`config.mk`:
```
export PLATFORM = sky130hd
export DESIGN_NAME = cache_bus_top
export DESIGN_NICKNAME = d
export VERILOG_FILES = /design/src/rtl/biu_pkg.sv /design/src/rtl/line_req_issue.sv /design/src/rtl/ahb_biu.sv /design/src/rtl/line_fill_collect.sv /design/src/rtl/cache_bus_top.sv
export SDC_FILE = /design/constraint.sdc
export NUM_CORES = 1
export LEC_CHECK = 0
export BUFFER_PORTS_ARGS = -buffer_cell sky130_fd_sc_hd__buf_2
export CAP_MARGIN = 20
export CORE_MARGIN = 10
export CORE_UTILIZATION = 30
export CTS_BUF_LIST = sky130_fd_sc_hd__clkbuf_4
export DETAILED_ROUTE_END_ITERATION = 10
export PLACE_DENSITY = 0.65
export RECOVER_POWER = 25
export SYNTH_ARGS = -nofsm -noshare
export SYNTH_HDL_FRONTEND = slang
export SYNTH_SLANG_ARGS = --single-unit
```
`constraint.sdc`:
```
create_clock -name HCLK -period 5 [get_ports HCLK]
set_input_delay 0.25 -clock HCLK [delete_from_list [all_inputs] [get_ports HCLK]]
set_output_delay 0.25 -clock HCLK [all_outputs]
set_load 0.1 [all_outputs]
```
`src/rtl/biu_pkg.sv`:
```
//////////////////////////////////////////////////
// shared types and AHB3-Lite encodings for the
// cache bus subsystem
// XLEN is fixed at 32 and a line is 4 words (16 bytes)
// only SINGLE and WRAP4 bursts are used, no locked transfers
//////////////////////////////////////////////////
package biu_pkg;

  //////////////////////////////////////////////////
  // geometry
  //////////////////////////////////////////////////
  localparam int XLEN       = 32;
  localparam int ADDR_W     = 32;                   // physical address
  localparam int LINE_WORDS = 4;
  localparam int BE_W       = XLEN / 8;             // byte enables per word
  localparam int BYTE_OFS_W = $clog2(BE_W);         // byte offset in a word
  localparam int WIDX_W     = $clog2(LINE_WORDS);   // word index in a line
  localparam int LINE_OFS_W = BYTE_OFS_W + WIDX_W;  // byte offset in a line

  //////////////////////////////////////////////////
  // AHB3-Lite encodings
  //////////////////////////////////////////////////
  localparam logic [1:0] HTRANS_IDLE   = 2'b00;
  localparam logic [1:0] HTRANS_NONSEQ = 2'b10;
  localparam logic [1:0] HTRANS_SEQ    = 2'b11;

  localparam logic [2:0] HSIZE_BYTE  = 3'b000;
  localparam logic [2:0] HSIZE_HWORD = 3'b001;
  localparam logic [2:0] HSIZE_WORD  = 3'b010;

  localparam logic [2:0] HBURST_SINGLE = 3'b000;
  localparam logic [2:0] HBURST_WRAP4  = 3'b010;

  // HPROT bits, OR them together
  localparam logic [3:0] HPROT_OPCODE        = 4'b0000;
  localparam logic [3:0] HPROT_DATA          = 4'b0001;
  localparam logic [3:0] HPROT_USER          = 4'b0000;
  localparam logic [3:0] HPROT_PRIVILEGED    = 4'b0010;
  localparam logic [3:0] HPROT_NON_CACHEABLE = 4'b0000;
  localparam logic [3:0] HPROT_CACHEABLE     = 4'b1000;

  localparam logic HRESP_OKAY  = 1'b0;
  localparam logic HRESP_ERROR = 1'b1;

  // RISC-V privilege levels
  localparam logic [1:0] PRV_U = 2'b00;
  localparam logic [1:0] PRV_S = 2'b01;
  localparam logic [1:0] PRV_M = 2'b11;

  //////////////////////////////////////////////////
  // request, response and beat types
  //////////////////////////////////////////////////
  typedef enum logic [1:0] {
    OP_READ_LINE,
    OP_WRITE_LINE,
    OP_READ_SINGLE,
    OP_WRITE_SINGLE
  } bus_op_e;

  typedef logic [LINE_WORDS-1:0][XLEN-1:0] line_t;  // word 0 in the low bits

  typedef struct packed {
    bus_op_e           op;
    logic [ADDR_W-1:0] addr;          // critical word for line ops
    logic [BE_W-1:0]   be;            // single ops only
    logic [1:0]        prv;
    logic              is_instr;
    logic              is_cacheable;
    line_t             wdata;         // single write uses word addr[3:2]
  } bus_req_t;

  typedef struct packed {
    line_t rdata;
    logic  err;
  } bus_rsp_t;

  typedef struct packed {
    logic              rvalid;        // read data valid, data phase
    logic              wvalid;        // write word taken, address phase
    logic              wresp;         // write data phase done
    logic [ADDR_W-1:0] adro;          // address of the current data phase
    logic [XLEN-1:0]   data;
    logic              err;
  } biu_beat_t;

endpackage

```
`src/rtl/line_req_issue.sv`:
```
//////////////////////////////////////////////////
// request side of the cache bus subsystem
// one request at a time, a strobe while busy is dropped
// line ops always use full byte enables and an aligned word address
//////////////////////////////////////////////////
module line_req_issue
  import biu_pkg::*;
(
  input  logic              HCLK,
  input  logic              HRESETn,
  input  logic              req_stb,
  input  bus_req_t          req,
  input  logic              biu_stb_ack,
  input  biu_beat_t         beat,
  input  logic              done,
  output logic              busy,
  output logic              biu_stb,
  output logic [ADDR_W-1:0] biu_adri,
  output logic [BE_W-1:0]   biu_be,
  output logic [2:0]        biu_type,
  output logic              biu_we,
  output logic [XLEN-1:0]   biu_di,
  output logic [1:0]        biu_prv,
  output logic              biu_is_instruction,
  output logic              biu_is_cacheable,
  output logic              desc_line
);

  typedef enum logic [1:0] {IDLE, REQ, WAIT} state_e;

  state_e            state;
  bus_req_t          req_q;   // latched request
  logic [WIDX_W-1:0] widx;    // next write word

  //////////////////////////////////////////////////
  // FSM
  //////////////////////////////////////////////////
  always_ff @(posedge HCLK or negedge HRESETn)
    if (!HRESETn)
    begin
      state     <= IDLE;
      desc_line <= 1'b0;
      widx      <= '0;
    end
    else
    begin
      case (state)
        IDLE:
          if (req_stb)
          begin
            state     <= REQ;
            desc_line <= req.op inside {OP_READ_LINE, OP_WRITE_LINE};
            widx      <= req.addr[LINE_OFS_W-1:BYTE_OFS_W]; // critical word
          end
        REQ:
          if (biu_stb_ack) state <= WAIT;  // BIU took it
        WAIT:
          if (done) state <= IDLE;         // completion seen
        default: state <= IDLE;
      endcase

      if (beat.wvalid) widx <= widx + 1'b1; // wraps inside the line
    end

  // request payload
  always_ff @(posedge HCLK)
    if (state == IDLE && req_stb) req_q <= req;

  //////////////////////////////////////////////////
  // BIU request
  //////////////////////////////////////////////////
  assign busy    = (state != IDLE);
  assign biu_stb = (state == REQ);

  assign biu_adri = desc_line ? {req_q.addr[ADDR_W-1:BYTE_OFS_W], {BYTE_OFS_W{1'b0}}}
                              : req_q.addr;
  assign biu_be   = desc_line ? {BE_W{1'b1}} : req_q.be;
  assign biu_type = desc_line ? HBURST_WRAP4 : HBURST_SINGLE;
  assign biu_we   = req_q.op inside {OP_WRITE_LINE, OP_WRITE_SINGLE};
  assign biu_di   = req_q.wdata[widx];   // word for the next write ack

  assign biu_prv            = req_q.prv;
  assign biu_is_instruction = req_q.is_instr;
  assign biu_is_cacheable   = req_q.is_cacheable;

endmodule

```
`src/rtl/ahb_biu.sv`:
```
//////////////////////////////////////////////////
// AHB3-Lite master for the cache bus subsystem
// SINGLE and WRAP4 bursts only, HMASTLOCK tied low
// an error response aborts the rest of the burst
// biu_di must hold the word for the next write ack
//////////////////////////////////////////////////
module ahb_biu
  import biu_pkg::*;
(
  input  logic              HCLK,
  input  logic              HRESETn,

  // request side
  input  logic              biu_stb,
  output logic              biu_stb_ack,
  input  logic [ADDR_W-1:0] biu_adri,
  input  logic [BE_W-1:0]   biu_be,
  input  logic [2:0]        biu_type,      // AHB burst code
  input  logic              biu_we,
  input  logic [XLEN-1:0]   biu_di,
  input  logic [1:0]        biu_prv,
  input  logic              biu_is_instruction,
  input  logic              biu_is_cacheable,
  output biu_beat_t         beat,

  // AHB3-Lite master
  output logic              HSEL,
  output logic [ADDR_W-1:0] HADDR,
  output logic [XLEN-1:0]   HWDATA,
  output logic              HWRITE,
  output logic [2:0]        HSIZE,
  output logic [2:0]        HBURST,
  output logic [3:0]        HPROT,
  output logic [1:0]        HTRANS,
  output logic              HMASTLOCK,
  input  logic [XLEN-1:0]   HRDATA,
  input  logic              HREADY,
  input  logic              HRESP
);

  localparam logic [WIDX_W-1:0] CNT_LINE = WIDX_W'(LINE_WORDS - 1);

  //////////////////////////////////////////////////
  // helpers
  //////////////////////////////////////////////////
  function automatic logic [2:0] be2hsize(input logic [BE_W-1:0] be);
    case (be)
      4'b0001, 4'b0010, 4'b0100, 4'b1000: return HSIZE_BYTE;
      4'b0011, 4'b1100:                   return HSIZE_HWORD;
      default:                            return HSIZE_WORD;
    endcase
  endfunction

  // beats left after the first one
  function automatic logic [WIDX_W-1:0] type2cnt(input logic [2:0] btype);
    return (btype == HBURST_WRAP4) ? CNT_LINE : '0;
  endfunction

  // next word, wrapping on the 16 byte line
  function automatic logic [ADDR_W-1:0] nxt_addr(input logic [ADDR_W-1:0] addr);
    logic [LINE_OFS_W-1:0] ofs;
    ofs = addr[LINE_OFS_W-1:0] + LINE_OFS_W'(BE_W);
    ofs[BYTE_OFS_W-1:0] = '0;
    return {addr[ADDR_W-1:LINE_OFS_W], ofs};
  endfunction

  function automatic logic [3:0] prot(input logic [1:0] prv,
                                      input logic       instr,
                                      input logic       cacheable);
    return (prv == PRV_U ? HPROT_USER      : HPROT_PRIVILEGED)   |
           (instr        ? HPROT_OPCODE    : HPROT_DATA)         |
           (cacheable    ? HPROT_CACHEABLE : HPROT_NON_CACHEABLE);
  endfunction

  logic [WIDX_W-1:0] burst_cnt;
  logic              aphase_act;   // address phase carries a transfer
  logic              dphase_act;   // data phase carries a transfer
  logic              dphase_we;
  logic [ADDR_W-1:0] adro_q;
  logic              biu_err;

  assign HSEL      = 1'b1;
  assign HMASTLOCK = 1'b0;

  assign biu_stb_ack = HREADY & ~|burst_cnt & biu_stb & ~biu_err;

  //////////////////////////////////////////////////
  // address phase
  //////////////////////////////////////////////////
  always_ff @(posedge HCLK or negedge HRESETn)
    if (!HRESETn)
    begin
      aphase_act <= 1'b0;
      biu_err    <= 1'b0;
      burst_cnt  <= '0;
      HADDR      <= '0;
      HWRITE     <= 1'b0;
      HSIZE      <= HSIZE_WORD;
      HBURST     <= HBURST_SINGLE;
      HPROT      <= HPROT_DATA | HPROT_PRIVILEGED | HPROT_NON_CACHEABLE;
      HTRANS     <= HTRANS_IDLE;
    end
    else
    begin
      biu_err <= 1'b0;  // single cycle flag

      if (HREADY)
      begin
        if (~|burst_cnt)
        begin
          if (biu_stb_ack)
          begin
            aphase_act <= 1'b1;
            burst_cnt  <= type2cnt(biu_type);
            HTRANS     <= HTRANS_NONSEQ;   // first beat
            HADDR      <= biu_adri;
            HWRITE     <= biu_we;
            HSIZE      <= be2hsize(biu_be);
            HBURST     <= biu_type;
            HPROT      <= prot(biu_prv, biu_is_instruction, biu_is_cacheable);
          end
          else
          begin
            aphase_act <= 1'b0;
            HTRANS     <= HTRANS_IDLE;
          end
        end
        else
        begin
          aphase_act <= 1'b1;
          burst_cnt  <= burst_cnt - 1'b1;
          HTRANS     <= HTRANS_SEQ;          // rest of the burst
          HADDR      <= nxt_addr(HADDR);
        end
      end
      else if (HRESP == HRESP_ERROR)
      begin
        // first error cycle, drop the rest of the burst
        burst_cnt  <= '0;
        aphase_act <= 1'b0;
        HTRANS     <= HTRANS_IDLE;
        biu_err    <= 1'b1;
      end
    end

  //////////////////////////////////////////////////
  // data phase
  //////////////////////////////////////////////////
  always_ff @(posedge HCLK)
    if (HREADY)
    begin
      HWDATA    <= biu_di;   // word acked in the address phase
      adro_q    <= HADDR;
      dphase_we <= HWRITE;
    end

  always_ff @(posedge HCLK or negedge HRESETn)
    if (!HRESETn)      dphase_act <= 1'b0;
    else if (HREADY)   dphase_act <= aphase_act;

  // second error cycle has HREADY high, mask the acks there
  assign beat = '{
    rvalid: HREADY & ~dphase_we & dphase_act & ~biu_err,
    wvalid: HREADY &  HWRITE    & aphase_act,
    wresp:  HREADY &  dphase_we & dphase_act & ~biu_err,
    adro:   adro_q,
    data:   HRDATA,
    err:    biu_err
  };

endmodule

```
`src/rtl/line_fill_collect.sv`:
```
//////////////////////////////////////////////////
// completion side of the cache bus subsystem
// read words land by address, so a wrapped burst fills in order
// rdata is only meaningful for reads without error
//////////////////////////////////////////////////
module line_fill_collect
  import biu_pkg::*;
(
  input  logic      HCLK,
  input  logic      HRESETn,
  input  biu_beat_t beat,
  input  logic      desc_line,   // 4 beats when set, else 1
  output logic      done,
  output logic      rsp_stb,
  output bus_rsp_t  rsp
);

  logic [WIDX_W-1:0] cnt;        // beats seen so far
  logic [WIDX_W-1:0] last_cnt;
  logic              ack;
  logic              err_q;
  line_t             line_q;

  // one kind per request, so read and write completions share the count
  assign ack      = beat.rvalid | beat.wresp;
  assign last_cnt = desc_line ? WIDX_W'(LINE_WORDS - 1) : '0;

  //////////////////////////////////////////////////
  // beat counter and completion
  //////////////////////////////////////////////////
  always_ff @(posedge HCLK or negedge HRESETn)
    if (!HRESETn)
    begin
      cnt     <= '0;
      rsp_stb <= 1'b0;
      err_q   <= 1'b0;
    end
    else
    begin
      rsp_stb <= 1'b0;

      if (beat.err)
      begin
        rsp_stb <= 1'b1;     // burst aborted
        err_q   <= 1'b1;
        cnt     <= '0;
      end
      else if (ack)
      begin
        if (cnt == last_cnt)
        begin
          rsp_stb <= 1'b1;   // last beat
          err_q   <= 1'b0;
          cnt     <= '0;
        end
        else
        begin
          cnt <= cnt + 1'b1;
        end
      end
    end

  // line buffer
  always_ff @(posedge HCLK)
    if (beat.rvalid) line_q[beat.adro[LINE_OFS_W-1:BYTE_OFS_W]] <= beat.data;

  assign rsp  = '{rdata: line_q, err: err_q};
  assign done = rsp_stb;   // frees the request side

endmodule

```
`src/rtl/cache_bus_top.sv`:
```
//////////////////////////////////////////////////
// cache bus subsystem, core side to AHB3-Lite master
// one request in flight, no back-pressure on req_stb
//////////////////////////////////////////////////
module cache_bus_top
  import biu_pkg::*;
(
  input  logic              HCLK,
  input  logic              HRESETn,

  // core side
  input  logic              req_stb,
  input  bus_req_t          req,
  output logic              busy,
  output logic              rsp_stb,
  output bus_rsp_t          rsp,

  // AHB3-Lite master
  output logic              HSEL,
  output logic [ADDR_W-1:0] HADDR,
  output logic [XLEN-1:0]   HWDATA,
  output logic              HWRITE,
  output logic [2:0]        HSIZE,
  output logic [2:0]        HBURST,
  output logic [3:0]        HPROT,
  output logic [1:0]        HTRANS,
  output logic              HMASTLOCK,
  input  logic [XLEN-1:0]   HRDATA,
  input  logic              HREADY,
  input  logic              HRESP
);

  logic              biu_stb;
  logic              biu_stb_ack;
  logic [ADDR_W-1:0] biu_adri;
  logic [BE_W-1:0]   biu_be;
  logic [2:0]        biu_type;
  logic              biu_we;
  logic [XLEN-1:0]   biu_di;
  logic [1:0]        biu_prv;
  logic              biu_is_instruction;
  logic              biu_is_cacheable;
  biu_beat_t         beat;
  logic              desc_line;
  logic              done;

  line_req_issue line_req_issue_i (
    .HCLK               (HCLK),
    .HRESETn            (HRESETn),
    .req_stb            (req_stb),
    .req                (req),
    .biu_stb_ack        (biu_stb_ack),
    .beat               (beat),
    .done               (done),
    .busy               (busy),
    .biu_stb            (biu_stb),
    .biu_adri           (biu_adri),
    .biu_be             (biu_be),
    .biu_type           (biu_type),
    .biu_we             (biu_we),
    .biu_di             (biu_di),
    .biu_prv            (biu_prv),
    .biu_is_instruction (biu_is_instruction),
    .biu_is_cacheable   (biu_is_cacheable),
    .desc_line          (desc_line)
  );

  ahb_biu ahb_biu_i (
    .HCLK               (HCLK),
    .HRESETn            (HRESETn),
    .biu_stb            (biu_stb),
    .biu_stb_ack        (biu_stb_ack),
    .biu_adri           (biu_adri),
    .biu_be             (biu_be),
    .biu_type           (biu_type),
    .biu_we             (biu_we),
    .biu_di             (biu_di),
    .biu_prv            (biu_prv),
    .biu_is_instruction (biu_is_instruction),
    .biu_is_cacheable   (biu_is_cacheable),
    .beat               (beat),
    .HSEL               (HSEL),
    .HADDR              (HADDR),
    .HWDATA             (HWDATA),
    .HWRITE             (HWRITE),
    .HSIZE              (HSIZE),
    .HBURST             (HBURST),
    .HPROT              (HPROT),
    .HTRANS             (HTRANS),
    .HMASTLOCK          (HMASTLOCK),
    .HRDATA             (HRDATA),
    .HREADY             (HREADY),
    .HRESP              (HRESP)
  );

  line_fill_collect line_fill_collect_i (
    .HCLK      (HCLK),
    .HRESETn   (HRESETn),
    .beat      (beat),
    .desc_line (desc_line),
    .done      (done),
    .rsp_stb   (rsp_stb),
    .rsp       (rsp)
  );

endmodule

```
==> flow_summary_export.csv <==
group,metric,value,unit
grt,grt_max_degree,100,
die,dieArea,52300,µm²
pwr,leakagePower,7.43,nW
yosys,yosys.area_share.adder,0,
yosys,ys_types,47,
grt,grt_pass1_wl,55.7,mm
clock_network,hold_buffers,208,
critical_path,crit-reg2reg-capture,"line_req_issue_i.widx[1]$_DFFE_PN0P_",
grt,track_usage,0.139,
clock_network,cts_buffer_depth,3,
detailed_routing,drt_iter0_drc,456,
die,core,43100,µm²
timing,finalHoldViolations,0,
clock_network,clk_latency,760,ps
timing,relSlewSlack,0.347,
flow_run,drv_cap,0,
yosys,synthSimpleGateAreaFrac,0.0195,
timing,setup_viol,0,
clock_network,cts_resized,0,
critical_path,crit_family,"buffers and inverters",
cells_and_area,layout.nets,1464,
die,die_y,229,µm
yosys,synth-xor-area-share,0.00134,
grt,grt_pass1_vias,9075,
placed_design,place_congestion,0.754,
yosys,synth_top_family_by_area,"multiplexers",
clock_network,postCtsSetupBuffers,0,
die,initial_core_util,0.303,
detailed_routing,drcViolationCount,0,
die,die_w,229,µm
detailed_routing,via_per_inst,4.23,
yosys,yosysWarnings,0,
worst_hold_path,min_path_type,"in -> async",
clock_network,root_buffer,"clkbuf_4",
placed_design,post-place-cells,1536,
critical_path,r2r_setup_slack,2470,ps
yosys,synthFlopType,"edfxtp_1",
yosys,synth_area_leader_cell,"edfxtp_1",
critical_path,required,5650,ps
pwr,power_density,591,nW/µm²
yosys,synth_compound_area_frac,0.0165,
cells_and_area,regArea,11300,µm²
placed_design,dp_hpwl,24.1,mm
timing,rsz0062_at_grt,"false",
critical_path,path_buf_inv,2,
timing,skew,52.2,ps
placed_design,io_buffer_count,410,
yosys,synth_area_leaders,"edfxtp_1 (76%), dfrtp_1 (9.8%), mux4_2 (5.5%)",
yosys,synth-async-reset-ratio,0.140,
yosys,yosys.area.top_type_share,0.763,
critical_path,cp.arrival,3180,ps
yosys,synth.area.mux_share,0.0830,
run_status,status,"complete, no violations",
clock_network,cts_made_buffers,96,
yosys,syn_area,13100,µm²
critical_path,reg2reg_from,"line_req_issue_i.state[0]$_DFFE_PN0P_",
critical_path,crit_fanout,99,
timing,post-route-period-util,0.506,
critical_path,slowest_stage,"or3b_2",
detailed_routing,avgRoutedWirePerCell,19.2,µm
timing,maxSlewViolCount,0,
pwr,vdd_drop_max,0.000558,V
timing,layout_min_cycle_time,2530,ps
clock_network,clk_pin_slew,70,ps
yosys,ys_seq_area_frac,0.867,
cells_and_area,drive_above_1_share,0.446,
cells_and_area,nFillCells,3742,
grt,antenna_found_initial,9,
yosys,ys_ff_latch,386,
detailed_routing,detail-route-antenna-nets,0,
yosys,avgSynthCellArea,23.5,µm²
critical_path,crit_path_cell_trace,"or3b_2 > inv_6 > buf_12 > a211oi_1 > a311oi_1",
critical_path,worst_r2r_path_depth,5,
critical_path,start_kind,"register",
timing,fmax,395,MHz
detailed_routing,detail_route.wirelength,37.0,mm
detailed_routing,vias,8159,
cells_and_area,multi_input_area,1610,µm²
critical_path,cp_slowest_stage_delay,580,ps
clock_network,cts_tree,"done",
cells_and_area,syn2layout_area_growth,46.6,%
clock_network,clkSinkCount,386,
detailed_routing,drtPass1Iterations,5,
critical_path,crit_path_end_kind,"register",
timing,worst_slew_pin_slew,977,ps
timing,fin_setup_tns,0,ps
die,row_count,76,
grt,grt-ovfl-total,0,
critical_path,critical_path_class,"reg -> reg",
die,ios,417,
yosys,synth-edff-count,332,
yosys,synthCells,556,
cells_and_area,final_cells,1927,
clock_network,cts-htree-levels,3,
cell families after synthesis:
| logic type | Yosys count |
|---|---|
| muxes | 64 |
| other | 2 |
| xor gates and xnor gates | 2 |
| buffers and inverters | 27 |
| and+or+nand+nor | 43 |
| AOI/OAI and AO/OA | 32 |
| DFF | 386 |
worst max path at each step:
stage                     slack, ps  depth (start not counted)                                   from                                     to
after global routing           2180                          5  line_req_issue_i.state[0]$_DFFE_PN0P_   line_req_issue_i.widx[1]$_DFFE_PN0P_
after CTS                      2400                          5  line_req_issue_i.state[0]$_DFFE_PN0P_   line_req_issue_i.widx[1]$_DFFE_PN0P_
after global placement         2460                          4                                 HREADY  line_fill_collect_i.rsp[87]$_DFFE_PP_
after floorplan                 110                          4  line_req_issue_i.state[0]$_DFFE_PN0P_   line_req_issue_i.widx[1]$_DFFE_PN0P_
after detailed placement       2380                          4                                 HREADY  line_fill_collect_i.rsp[80]$_DFFE_PP_
final                          2470                          5  line_req_issue_i.state[0]$_DFFE_PN0P_   line_req_issue_i.widx[1]$_DFFE_PN0P_
layer usage:
layer	track usage	wire length (µm)	part of all wire
met2	0.228	18000	0.49
met1	0.151	13900	0.38
met4	0.0692	1020	0.028
met3	0.0642	3970	0.11
met5	0	45	0.0012
worst reg2reg max path: cells and delay by family (launching register included):
family                 cells  cell delay, ps
AO/OA/AOI/OAI              2             420
buffers and inverters      2            1000
flip-flops                 1             420
AND/OR/NAND/NOR            1             580
synthesized netlist by cell type (all sizes together), types with 4 or more instances:
master and n:
nor2 9, o21ai 9, a21oi 5, mux4 32, clkbuf 7, mux2 32, a22o 5, nand2 7
or2 4, dfrtp 51, buf 17, edfxtp 332
sequential cells by signal, summed over array words and instances, names as in the netlist, 3 cells and up:
signal	cells
line_req_issue_i.req_q	165
ahb_biu_i.HADDR	32
line_fill_collect_i.rsp	128
ahb_biu_i.HPROT	3
ahb_biu_i.HWDATA	32
placed cells by master (no fill, tap or decap), drive strengths merged, types with 3 or more instances in the layout:
master	n
a21oi	5
a22o	5
buf	362
bufinv	5
clkbuf	193
clkinv	28
conb	6
dfrtp	51
dfstp	3
diode	6
dlygate4sd3	208
edfxtp	332
inv	6
mux2	32
mux4	32
nand2	7
nand2b	3
nand3	3
nor2	9
o21ai	9
or2	4
or3b	3
area by class of cell:
cell class,instances,share of cell area
clock inverters,37,0.0152
repair buffers,623,0.215
multi-input cells,147,0.0841
flip-flops and latches,386,0.591
diodes,6,0.000784
well taps,585,0.0382
inverters,3,0.000849
clock buffers,140,0.0549
per-stage QoR:
step / util / total power [mW] / hold slack (ps) / setup slack (ps) / cell area, µm²
floorplan: - / 7.73 / -45.6 / 115 / 13100
global route: 0.445 / 11.8 / 73.3 / 2180 / 19200
finish: 0.445 / 11.3 / 153 / 2470 / 19200
global placement: 0.367 / 8.39 / 395 / 2460 / 15800
CTS: 0.446 / 11.5 / 14.2 / 2400 / 19200
detailed placement: 0.367 / 8.45 / 412 / 2380 / 15800
where the power goes:
part / switching (mW) / internal [mW] / leakage [nW]
registers: 0.374 / 4.29 / 3.71
logic: 2.93 / 0.880 / 2.93
clock network: 1.28 / 1.56 / 0.788
Power figures use the tool's default switching activity.
